<file path="src/logic/filter_pkg.sv">
//**************************************************
// 3x3 filter shared definitions
// line geometry, RGB565 pixel and channel types, kernel weights
//**************************************************
`default_nettype none

package filter_pkg;

	// pixels per line
	localparam int line_len = 720;

	// counter widths, column holds 0..719
	localparam int col_w = 10;
	// rows up to 4095 before the counter wraps
	localparam int row_w = 12;

	// RGB565, red in [15:11], green in [10:5], blue in [4:0]
	typedef logic [15:0] pixel_t;

	// red and blue share the 5-bit width
	typedef logic [4:0] red_t;
	typedef logic [5:0] green_t;

	typedef logic [col_w-1:0] col_t;
	typedef logic [row_w-1:0] row_t;

	// kernel weights
	// | corner | edge   | corner |
	// | edge   | centre | edge   |
	// | corner | edge   | corner |
	// default is the 4-neighbour laplacian
	localparam int w_centre = -4;
	localparam int w_edge = 1;
	localparam int w_corner = 0;

endpackage

`default_nettype wire

</file>
<file path="src/logic/laplace_kernel.sv">
//**************************************************
// 3x3 kernel stage
// per-channel weighted sum, wrapped and repacked to RGB565
//**************************************************
`timescale 1ns/1ps
`default_nettype none

module laplace_kernel (
	input wire clk,
	input wire reset,
	input wire win_valid,
	input wire filter_pkg::pixel_t win_00,
	input wire filter_pkg::pixel_t win_01,
	input wire filter_pkg::pixel_t win_02,
	input wire filter_pkg::pixel_t win_10,
	input wire filter_pkg::pixel_t win_11,
	input wire filter_pkg::pixel_t win_12,
	input wire filter_pkg::pixel_t win_20,
	input wire filter_pkg::pixel_t win_21,
	input wire filter_pkg::pixel_t win_22,
	output filter_pkg::pixel_t pixel_out,
	output logic out_valid
);

	// signed sums per channel, 0 red, 1 green, 2 blue
	int ch_sum [3];

	// repacked result before the output register
	filter_pkg::pixel_t filtered;

	// channel field, zero extended
	function automatic int chan(input filter_pkg::pixel_t p, input int sel);
		case (sel)
			0: chan = int'(p[15:11]);
			1: chan = int'(p[10:5]);
			default: chan = int'(p[4:0]);
		endcase
	endfunction

	always_comb begin
		int centre_v;
		int edge_v;
		int corner_v;

		for (int c = 0; c < 3; c++) begin
			centre_v = chan(win_11, c);
			// four direct neighbours
			edge_v = chan(win_01, c) + chan(win_10, c) +
				chan(win_12, c) + chan(win_21, c);
			// diagonals
			corner_v = chan(win_00, c) + chan(win_02, c) +
				chan(win_20, c) + chan(win_22, c);
			ch_sum[c] = filter_pkg::w_centre * centre_v +
				filter_pkg::w_edge * edge_v +
				filter_pkg::w_corner * corner_v;
		end
	end

	// truncation wraps each channel modulo its own width
	assign filtered = {filter_pkg::red_t'(ch_sum[0]),
		filter_pkg::green_t'(ch_sum[1]),
		filter_pkg::red_t'(ch_sum[2])};

	// result register
	always_ff @(posedge clk) begin
		if (win_valid) begin
			pixel_out <= filtered;
		end
	end

	// output strobe, never held
	always_ff @(posedge clk or posedge reset) begin
		if (reset) begin
			out_valid <= 1'b0;
		end else begin
			out_valid <= win_valid;
		end
	end

endmodule

`default_nettype wire

</file>
<file path="config.mk">
export PLATFORM = sky130hd
export DESIGN_NAME = laplace_kernel
export DESIGN_NICKNAME = d
export VERILOG_FILES = /design/src/logic/filter_pkg.sv /design/src/logic/laplace_kernel.sv
export SDC_FILE = /design/constraint.sdc
export NUM_CORES = 1
export LEC_CHECK = 0
export ABC_AREA = 1
export BUFFER_PORTS_ARGS = -buffer_cell sky130_fd_sc_hd__buf_2
export CORE_AREA = 2 2 73 75
export DETAILED_ROUTE_END_ITERATION = 10
export DIE_AREA = 0 0 75 77
export PLACE_DENSITY = 0.92
export SETUP_SLACK_MARGIN = 0.05
export SYNTH_ARGS = -nofsm -noshare
export SYNTH_HDL_FRONTEND = slang
export SYNTH_SLANG_ARGS = --single-unit
</file>
<file path="constraint.sdc">
create_clock -name clk -period 0.8 [get_ports clk]
set_input_delay 0.16 -clock clk [delete_from_list [all_inputs] [get_ports clk]]
set_output_delay 0.16 -clock clk [all_outputs]
set_load 0.05 [all_outputs]
</file>
==> impl_metrics.toml <==
[power]
swShare = 0.447
clockPowerShare = 0.096
p_int_uw = 3650
ir_drop_mv = 1.02
power_frac_seq = 0.233
p_comb_frac = 0.671
p_switching_uw = 2940
power_leakage_uw = 0.00174
p_per_area_mw_per_mm2 = 2080

[placement]
hpwlAfterDp_mm = 3.82
dp_cells = 410
io_buffer_count = 93
gp_congestion = 0.731

[synthesis]
synth.top_cell.area_share = 0.311
synth_seq_area_share = 0.238
synthTopCellsByArea = "fa_1 (31%), edfxtp_1 (23%), inv_1 (16%), ha_1 (8.2%), nand2_1 (7.4%)"
ys_seq_elements = 17
synthCells = 239
synth_cell_types = 18
yosys_warnings = 0
synth_async_sr_flop_share = 0.0588
synth_ff_type = "edfxtp_1"
synth_nets = 433
yosys.area.top_type = "fa_1"
synth_edf_count = 16
postSynthAreaPerCell_sq_um = 8.89
synth.cell_area_sq_mm = 0.00213

[die]
die_h_microns = 77
die_x_microns = 75
dieArea_sq_mm = 0.00578
core_sq_mm = 0.00498
ios = 164
initial_core_util = 0.427
std_cell_rows = 26

[worst_setup_path]
crit_arrival_ns = 2.85
cp.required_ns = 0.80
critPathCaptureType = "flip-flop"
startpoint_type = "input pin"
crit_fanout = 2
crit_type = "input pin to flip-flop"

[drt]
vias = 1769
routed_wl_mm = 4.47
drc_errors = 0
drt_iter0_markers = 31
wl_per_cell_microns = 10.8
postRouteAntennaNets = 0
firstDrtPassIters = 4
via_per_inst = 4.26

[sta]
finalSetupViolCount = 33
fmax_mhz = 351
finalCritPeriodShare = 3.57
rsz0062_at_grt = "true"
hold_viol = 0
final.setup.tns_ns = -22.21
maxSlewHeadroom = 0.892
tightest_slew_ns = 0.161
fin_ws_ns = -2.05
slew_violations = 0
fin_hold_ws_ns = 0.213
period_minus_slack_ns = 2.85

[grt]
grt-ovfl-total = 0
grt_max_degree = 18
grt_usage = 0.168
grt_pass1_vias = 1942
grt_pass1_wl_mm = 7.55
antenna_found_initial = 0

[final_layout]
drive_gt1_frac = 0.446
layout_common_cells = "inv_1 (65), buf_2 (59), nand2_1 (40), buf_6 (33), fa_1 (29)"
final_nets = 540
final_cells = 415
mostFrequentLayoutCell = "inv_1"
fillers = 439
antennaDiodeCount = 0
syn2layout_area_growth_pct = 48.7

[clocking]
cts_root_buffer = "clkbuf_8"
cts_buffers = 3
clk_pin_slew_ns = 0.07
clkSinkCount = 17
cts_tree = "done"
clock_path_buffers = 2
htree_num_levels = 1

[hold_path]
whs_endpoint = "pixel_out[0]"
min_from = "win_21[0]"
hp-class = "input pin to flip-flop"
hold_depth = 2

[status]
violations = "negative setup slack"
outcome = "finished with violations"

[run]
maxCapViolCount = 0
[critical path, stage by stage]
cell,delay (ns)
buf_6,0.07
inv_2,0.03
fa_1,0.52
inv_1,0.05
fa_1,0.46
fa_1,0.55
ha_4,0.14
inv_2,0.03
fa_2,0.34
nand3b_1,0.18
nand2_1,0.09
nand3_2,0.08
nand3_2,0.08
nand2_1,0.06
[per-layer routing]
layer | vias up | wire length [microns] | track usage | part of all wire
li1 | 885 | - | - | -
met5 | - | 0 | 0 | 0
met4 | 0 | 95 | 0.0571 | 0.021
met1 | 812 | 1620 | 0.171 | 0.36
met3 | 10 | 216 | 0.0197 | 0.048
met2 | 62 | 2540 | 0.334 | 0.57
[power groups by stage]
stage,Sequential [uW],Combinational (uW),Clock (uW)
6_report,1540,4420,631
5_1_grt,1560,4920,680
4_1_cts,1550,4410,641
3_5_place_dp,1490,3830,0
3_3_place_gp,1470,3620,0
2_1_floorplan,2510,1700,0
[per-stage QoR]
step	setup slack, ns	instance area (sq um)	total power (uW)	util
2_1_floorplan	-2.16	2200	4210	-
3_3_place_gp	-2.36	2830	5090	0.568
3_5_place_dp	-2.48	2830	5320	0.568
4_1_cts	-2.12	3140	6600	0.631
5_1_grt	-2.16	3160	7160	0.635
6_report	-2.05	3160	6590	0.635
[synth_stat cells (3+ instances only)]
master,instances
inv_1,89
nand2_1,42
fa_1,33
edfxtp_1,16
ha_1,14
nand3_1,9
nand2_2,6
xnor2_1,6
nand2b_1,4
nor2_1,4
xor2_1,4
nand3_2,3
nand3b_1,3
[logic make-up (layout without fill, tap and decap cells)]
kind of cell | after synthesis | after routing | synth area share
AOI/OAI and AO/OA | 1 | 1 | 0.00353
xor gates and xnor gates | 10 | 10 | 0.0412
adders and majority gates | 47 | 47 | 0.393
buffers and inverters | 90 | 196 | 0.159
DFF | 17 | 17 | 0.238
and+or+nand+nor | 74 | 74 | 0.165
[timing repair]
| item | in CTS | in global routing |
|---|---|---|
| hold buffers | 1 | 0 |
| setup buffers | 0 | 1 |
| endpoints found under the setup margin | 33 | 33 |
| gates cloned | 0 | 0 |
| pin swaps | 37 | 25 |
| resized for setup | 72 | 13 |
| endpoints found under the hold margin | 1 | 0 |
[how the worst max path moves through the flow]
stage                          start  slack [ns]            end  cells past startpoint
final                     win_12[13]       -2.05  pixel_out[15]                     14
after global routing       win_12[2]       -2.16   pixel_out[4]                     14
after CTS                  win_12[2]       -2.12   pixel_out[4]                     14
after detailed placement  win_01[13]       -2.48  pixel_out[15]                     14
after global placement    win_01[13]       -2.36  pixel_out[15]                     14
after floorplan            win_01[2]       -2.16   pixel_out[4]                     13
[final cells by class]
type | instances | area [sq um] | area share
multi-input cells | 132 | 1370 | 0.433
repair buffers | 102 | 764 | 0.242
flip-flops and latches | 17 | 505 | 0.160
inverters | 90 | 388 | 0.123
well taps | 70 | 87.6 | 0.0277
clock buffers | 4 | 45.0 | 0.0143
[state kept, by name, indices dropped and copies added, names as in the netlist]
| signal | count |
|---|---|
| pixel_out | 16 |
| out_valid | 1 |
Power figures use the tool's default switching activity.
