`src/logic/filter_pkg.sv`:
```
//**************************************************
// 3x3 filter shared definitions
// line geometry, RGB565 pixel and channel types, kernel weights
//**************************************************
`default_nettype none

package filter_pkg;

	// pixels per line
	localparam int line_len = 720;

	// counter widths, column holds 0..719
	localparam int col_w = 10;
	// rows up to 4095 before the counter wraps
	localparam int row_w = 12;

	// RGB565, red in [15:11], green in [10:5], blue in [4:0]
	typedef logic [15:0] pixel_t;

	// red and blue share the 5-bit width
	typedef logic [4:0] red_t;
	typedef logic [5:0] green_t;

	typedef logic [col_w-1:0] col_t;
	typedef logic [row_w-1:0] row_t;

	// kernel weights
	// | corner | edge   | corner |
	// | edge   | centre | edge   |
	// | corner | edge   | corner |
	// default is the 4-neighbour laplacian
	localparam int w_centre = -4;
	localparam int w_edge = 1;
	localparam int w_corner = 0;

endpackage

`default_nettype wire

```
`src/logic/window_3x3.sv`:
```
//**************************************************
// 3x3 pixel window
// shifts left on each tap strobe, newest column on the right
//**************************************************
`timescale 1ns/1ps
`default_nettype none

module window_3x3 (
	input wire clk,
	input wire reset,
	input wire tap_valid,
	input wire filter_pkg::pixel_t tap_cur,
	input wire filter_pkg::pixel_t tap_up1,
	input wire filter_pkg::pixel_t tap_up2,
	input wire tap_interior,
	output logic win_valid,
	// row 0 is two lines up, row 2 is the current line
	output filter_pkg::pixel_t win_00,
	output filter_pkg::pixel_t win_01,
	output filter_pkg::pixel_t win_02,
	output filter_pkg::pixel_t win_10,
	output filter_pkg::pixel_t win_11,
	output filter_pkg::pixel_t win_12,
	output filter_pkg::pixel_t win_20,
	output filter_pkg::pixel_t win_21,
	output filter_pkg::pixel_t win_22
);

	// window shift, only on a strobe so gaps do not disturb it
	always_ff @(posedge clk) begin
		if (tap_valid) begin
			// oldest row, from row -2
			win_00 <= win_01;
			win_01 <= win_02;
			win_02 <= tap_up2;

			// middle row holds the centre
			win_10 <= win_11;
			win_11 <= win_12;
			win_12 <= tap_up1;

			// incoming row
			win_20 <= win_21;
			win_21 <= win_22;
			win_22 <= tap_cur;
		end
	end

	// one-cycle strobe after an interior shift
	// border centres never raise it
	always_ff @(posedge clk or posedge reset) begin
		if (reset) begin
			win_valid <= 1'b0;
		end else begin
			win_valid <= tap_valid & tap_interior;
		end
	end

endmodule

`default_nettype wire

```
`config.mk`:
```
export PLATFORM = sky130hd
export DESIGN_NAME = window_3x3
export DESIGN_NICKNAME = d
export VERILOG_FILES = /design/src/logic/filter_pkg.sv /design/src/logic/window_3x3.sv
export SDC_FILE = /design/constraint.sdc
export NUM_CORES = 1
export LEC_CHECK = 0
export BUFFER_PORTS_ARGS = -buffer_cell sky130_fd_sc_hd__buf_2
export CAP_MARGIN = 15
export CORE_MARGIN = 2
export CORE_UTILIZATION = 30
export DETAILED_ROUTE_END_ITERATION = 16
export RECOVER_POWER = 25
export REMOVE_ABC_BUFFERS = 1
export SETUP_SLACK_MARGIN = 0.3
export SYNTH_ARGS = -nofsm -noshare
export SYNTH_HDL_FRONTEND = slang
export SYNTH_SLANG_ARGS = --single-unit
```
`constraint.sdc`:
```
create_clock -name clk -period 0.8 [get_ports clk]
set_input_delay 0.04 -clock clk [delete_from_list [all_inputs] [get_ports clk]]
set_output_delay 0.04 -clock clk [all_outputs]
set_load 0.1 [all_outputs]
```
==> run summary, run 1 <==
The flow ran to the end, but the final reports show violations. The final reports fail on negative hold slack, negative setup slack. The cell family with the largest share of critical-path delay is flip-flops. The number of antenna violations at the first check in global routing came out at 0. The synthesized netlist cell count is 147. Clock tree synthesis selected as its root buffer the cell clkbuf_16. The worst setup path is captured at an output pin. The die footprint is 15,510 sq um.

The total congestion overflow is 0. The endpoint arrival time on the critical path came out at 1070 ps. The cell count after placement came out at 534. The slew at the pin closest to its max-slew limit came out at 613.8 ps.

The count of max-cap constraint violations came out at 0. The number of I/O port buffers came out at 196. The signal on the critical path passes through buf_12. The TritonCTS buffer count came out at 17.

The number of routed nets with antenna violations came out at 0. TritonCTS built the clock tree. The worst endpoint required time is 760 ps.

In the global route stage, overall resource usage came out at 13.55%. In the post-synthesis netlist, the biggest area contributors are edfxtp_1 99%, dfrtp_1 0.57%, and2_1 0.14%. The starting density of the core is 30.34%. The first TritonRoute pass finished after 4 iterations. The total of fill cells in the finished design is 921. The total count of hold-check failures in the final report is 9. The routed metal-1 wire length came out at 3754 um.

The core region is 14,370 sq um. The net count of the finished layout is 506. The top-level I/O count is 197.

The top cell type by total area after synthesis is edfxtp_1. Cells with a size suffix above 1 make up 58.24% of the layout. The mapped netlist covers 4359 sq um. The reported leakage power came out at 3.766 nW. The largest stage delay on the critical path came out at 460 ps. The area fraction of the dominant cell type after synthesis came out at 99.20%.

In the routed layout, each cell is associated on average with a via count of 4.045. The worst hold margin came out at -187.7 ps. The clock edge transition at the registers on the reported setup and hold paths is 50 ps. In this run the power density over the cells is 2642 nW/um^2. The maximum buffer depth of the clock tree is 2.

Leaving out fill and tap cells, the most frequent cells in the layout are 147 x buf_12, 144 x edfxtp_1, 50 x buf_2, 30 x buf_6, 23 x dlygate4sd3_1. On the critical path, the stage with the largest delay is an instance of edfxtp_1. The combined buffer and inverter count along the critical path is 1.

The routed design could run at a clock period as short as 1112 ps. The number of rows in the core area came out at 44. Each instance of the synthesized netlist takes up on average 29.65 sq um. Compared with the post-synthesis result, the final layout area differs by 114.0%.

The post-DP HPWL is 7093 um. The post-placement worst setup slack came out at 44.11 ps. The post-synthesis cell type count is 4. The worst-case IR drop observed on VDD is 1.674 mV. The detailed-route via count came out at 2,633. The die is 124.5 um tall. The final antenna diode count came out at 0. The clock sink total came out at 145. After detailed routing, the average wire length per cell comes to 16.00 um. Once routing completed, OpenROAD measured the worst setup slack at -312.1 ps.

The library cell used most frequently in the layout, excluding fill and tap cells, is buf_12. In this run, synthesis produced a sequential element count of 145. The detailed router finished its first iteration with 114 violations.

The via count of the first global-routing pass is 2,731. The routed length on met2 is 5756 um. The worst-skew pair later-pin latency came out at 410 ps. Setup repair after global routing could not meet its margin everywhere. The worst path uses 139.0% of the clock period.

The peak fanout along the critical path is 2. The final number of setup-violating endpoints is 175. The clock skew came out at 5.167 ps. The global-route wire length before repair is 15,530 um. The total met3 wirelength after detailed routing is 748 um. The pin count of the biggest net entering global routing is 33. The horizontal extent of the die came out at 124.5 um. The worst hold path class is input pin to flop. The number of warning messages in the yosys log came out at 0. The highest clock frequency the design can meet is 0.8992 GHz. The critical path is of the flop to output pin type. The max-slew violation count came out at 0. The sequential cell area fraction in the yosys report came out at 99.77%. The worst pin sits at a relative slew slack of 59.08%. Signal routing reaches up to met4. The worst setup path is launched from a flop. The deepest level of the CTS H-tree came out at 4. The congestion estimate from routability-driven global placement came to 0.6682. The total wirelength of the detailed-routed design came out at 10,420 um. The total DRC errors in the routed layout is 0. The number of cells in the finished layout apart from fillers is 651.
final timing paths:
check	slack [ps]	startpoint	depth (start not counted)	to
hold / removal	-190	tap_cur[0]	1	win_22[0]
hold reg to reg	510	win_02[2]	0	win_01[2]
setup / recovery	-310	win_02[9]	1	win_02[9]
setup reg to reg	-140	win_02[9]	2	win_01[9]
max in group asynchronous	700	reset	3	win_valid
min in group asynchronous	10	reset	3	win_valid
Yosys cell counts:
library cell and count:
edfxtp_1 144, and2_1 1, dfrtp_1 1, inv_1 1
where the power goes:
part | switching [mW] | leakage, nW | internal, mW
combinational | 4.17 | 2.03 | 2.33
clock | 2.81 | 0.311 | 5.81
sequential | 0.503 | 1.42 | 9.02
kinds of logic after synthesis:
group | after synthesis | share of synthesized area, %
flops | 145 | 99.77
simple gates | 1 | 0.1436
buf+inv | 1 | 0.08603
layout make-up:
class,count,area [sq um],area share [%]
well taps,184,230.2,2.468
flip-flops and latches,145,4349,46.62
inverters,1,3.754,0.04024
clock buffers,20,436.7,4.681
multi-input cells,1,6.256,0.06706
repair buffers,288,4090,43.84
clock inverters,12,212.7,2.280
layer usage:
layer,up-vias,global-route usage (%)
met4,0,5.354
met1,1290,14.93
li1,1215,-
met5,-,0
met2,113,22.85
met3,15,6.186
per-stage QoR:
step | hold WS [ps] | power (mW) | setup TNS (ps) | instance area (sq um) | util (%)
2_1_floorplan | -231.3 | 13.03 | -64710 | 4359 | -
3_3_place_gp | -127.7 | 15.69 | 0 | 7856 | 54.68
3_5_place_dp | -124.1 | 15.77 | 0 | 7856 | 54.68
4_1_cts | -212.3 | 24.70 | -43290 | 9000 | 62.64
5_1_grt | -210.1 | 25.37 | -50360 | 9329 | 64.93
6_report | -187.7 | 24.64 | -41410 | 9329 | 64.93
repair_timing:
action,in CTS,in global routing
setup endpoints to repair,241,259
buffers inserted,28,16
hold endpoints to repair,51,38
hold buffers,28,13
resized for setup,1,45
Power figures use the tool's default switching activity.
==> run 2, diff against run 1 <==
==> constraint.sdc (replaced) <==
create_clock -name clk -period 1.3 [get_ports clk]
set_input_delay 0.065 -clock clk [delete_from_list [all_inputs] [get_ports clk]]
set_output_delay 0.065 -clock clk [all_outputs]
set_load 0.1 [all_outputs]
==> run 2 against run 1 <==
  * Critical path type unchanged
  * Final area decreased by 13%
  * Register-to-register slack better by 500 ps
  * Sequential share of layout area rose by 7.2 points
  * Critical path depth unchanged
  * Setup slack better by 440 ps
  * Clock-buffer cell count shrank 3
  * Die area is the same
  * Non-clock buffer count up 9
  * The flow now finishes without violations
  * Sequential power fell by 39%
  * Total power down 43%
  * Largest cell class unchanged
==> run summary, run 2 (synthesized netlist as in run 1, its figures left out) <==
Detailed placement ended at an HPWL of 6187 um. The fraction of power consumed by sequential logic is 41.4%. After detailed routing, the number of remaining DRC violations is 0. The count of max-cap constraint violations came out at 0.

The analysis attributes to cell leakage a power of 3.269 nW. In this run the remaining antenna-violating nets after routing total 0. The placed instance area is 5662 sq um. The finished layout holds 660 standard cells, fillers aside. The internal power is 9.402 mW. The root cell of the clock tree is clkbuf_16. The share of total power dissipated in the clock network is 33.8%. The H-tree generated during clock tree synthesis spans 4 levels.

The most common cell after layout, fill and taps aside is edfxtp_1. The flow ran to the end, and the final reports show no timing, DRC or antenna violations. The final antenna diode count is 0. The first global-routing pass estimated 15,170 um of wire. The total count of hold-check failures in the final report was 0. The area overhead of the layout relative to synthesis came out at 85.42%.

Measured against its own limit, the worst slew margin works out to 36.99%. The pin count of the biggest net entering global routing is 40. The total power density per cell area came out at 1723 nW/um^2. In this run the count of I/O pins placed on the die edge is 197. TritonCTS built the clock tree. The floorplan step set the die height to 124.5 um. Prior to clock tree synthesis, the placed netlist has a worst setup slack of 357.1 ps. The peak fanout along the critical path is 2.

The number of antenna violations at the first check in global routing is 0. Setup repair after global routing could not meet its margin everywhere. The accumulated negative setup slack is 0 ps.

Grouping stages by cell kind, the critical path spends the most delay in flip-flops. The combined buffer and inverter count along the critical path came out at 1. The endpoint arrival time on the critical path is 1110 ps. The cell count after placement came out at 535. For this run, the total global-route usage over all layers was measured as 13.27%. The final critical path takes up 90.29% of the cycle. For the finished layout, the period the worst path requires is 1174 ps. The net load switching power is 4.522 mW.

The worst path meets setup with 126.3 ps of slack. The clock edge transition at the registers on the reported setup and hold paths came out at 60 ps. VDD sags by at most 0.9914 mV.

In this run switching power makes up 32.47% of total power. The highest clock frequency the design can meet is 0.8520 GHz. The starting density of the core came out at 30.34%.

The share of the core filled with cells in the final layout came out at 56.25%. The worst-skew pair later-pin latency came out at 410 ps. The TritonCTS buffer count is 17. The via count normalized by instance count came out at 4.012. Input and output buffers added on the ports amount to 196. The horizontal extent of the die came out at 124.5 um. The area of the core came out at 14,370 sq um. The clock skew came out at 6.929 ps. The slowest stage of the critical path is the edfxtp_1 cell. Setup violations remaining at the end of the flow were counted as 0. The top cell types in the final layout, fill and taps aside, are 144 x edfxtp_1, 103 x buf_6, 53 x dlygate4sd3_1, 50 x buf_2, 43 x buf_8. The maximum buffer depth of the clock tree came out at 2. The critical path goes through buf_6. STA classifies the critical path startpoint as a flop. The worst setup path is captured at an output pin.

The via count of the first global-routing pass is 2,781. Cells with a size suffix above 1 make up 55.25% of the layout. For the worst setup path, the data required time is 1240 ps.

In this run the core area contains 44 standard-cell rows. The final route contains 2,648 vias. After detailed routing, the average wire length per cell comes to 15.93 um. The critical path is of the flop to output pin type. Hold is met by 60.42 ps. The total wirelength of the detailed-routed design is 10,520 um.

The max-slew violation count came out at 0. The number of search-and-repair iterations in the first detailed-routing pass came out at 4. The share of total power dissipated in combinational logic is 24.8%. The net count of the finished layout is 515. For this design, the sink count on the clock tree is 145.

The slew at the pin closest to its max-slew limit is 945.2 ps. The largest stage delay on the critical path came out at 470 ps. The routability-driven placement congestion ratio is 0.6919. Summing internal, switching and leakage power gives 13.92 mW. The die footprint came out at 15,510 sq um. The number of DRC markers after the initial detailed-route iteration came out at 90.

The total congestion overflow came out at 0. The worst hold path class is input pin to asynchronous set/reset pin. The post-route standard cell area excluding fillers came out at 8083 sq um.
[run 2: changes by cell type in the layout (fill, tap and decap cells not counted)]
cell / change
buf_12: -147
buf_4: +21
buf_6: +73
buf_8: +43
bufinv_16: -3
clkbuf_1: +2
clkbuf_2: +2
clkdlybuf4s25_1: -17
clkinv_1: +4
clkinv_2: +1
clkinv_4: -1
clkinvlp_4: +2
dlygate4sd3_1: +30
dlymetal6s4s_1: -1
[run 2: cell type report]
type,instances,area [sq um]
Clock buffer,17,425.4
Clock inverter,15,148.9
Sequential cell,145,4349
Timing Repair Buffer,297,2919
Inverter,1,3.754
Fill cell,1057,6286
Tap cell,184,230.2
Multi-Input combinational cell,1,6.256
[run 2: power groups by stage]
stage | Combinational, mW | Clock, mW | Sequential (mW)
3_5_place_dp | 2.77 | 0 | 5.77
2_1_floorplan | 0.00174 | 0 | 8.02
5_1_grt | 3.52 | 4.99 | 5.80
6_report | 3.45 | 4.70 | 5.77
4_1_cts | 3.38 | 4.83 | 5.76
3_3_place_gp | 2.77 | 0 | 5.74
[run 2: timing repair]
action                                  CTS  global route
hold endpoints to repair                 64             1
setup buffers                            25            15
endpoints found under the setup margin  145           145
hold buffers                             50             3
resized for setup                       316            17
[run 2: path summary, 6_finish.rpt]
path                       startpoint          to  slack (ps)  cells after the start
max                         win_21[8]   win_21[8]         130                      1
min                             reset   win_valid          60                      3
max reg2reg                 win_22[6]   win_21[6]         360                      2
min reg2reg                win_11[11]  win_10[11]         470                      0
max in group asynchronous       reset   win_valid        1140                      3
min in group clk            tap_valid   win_21[3]         250                      2
[run 2: per-layer routing]
layer	GRT usage (%)	wire length, um
met5	0	0
met1	13.61	3791
met3	6.014	741
met4	6.147	158
met2	23.08	5825
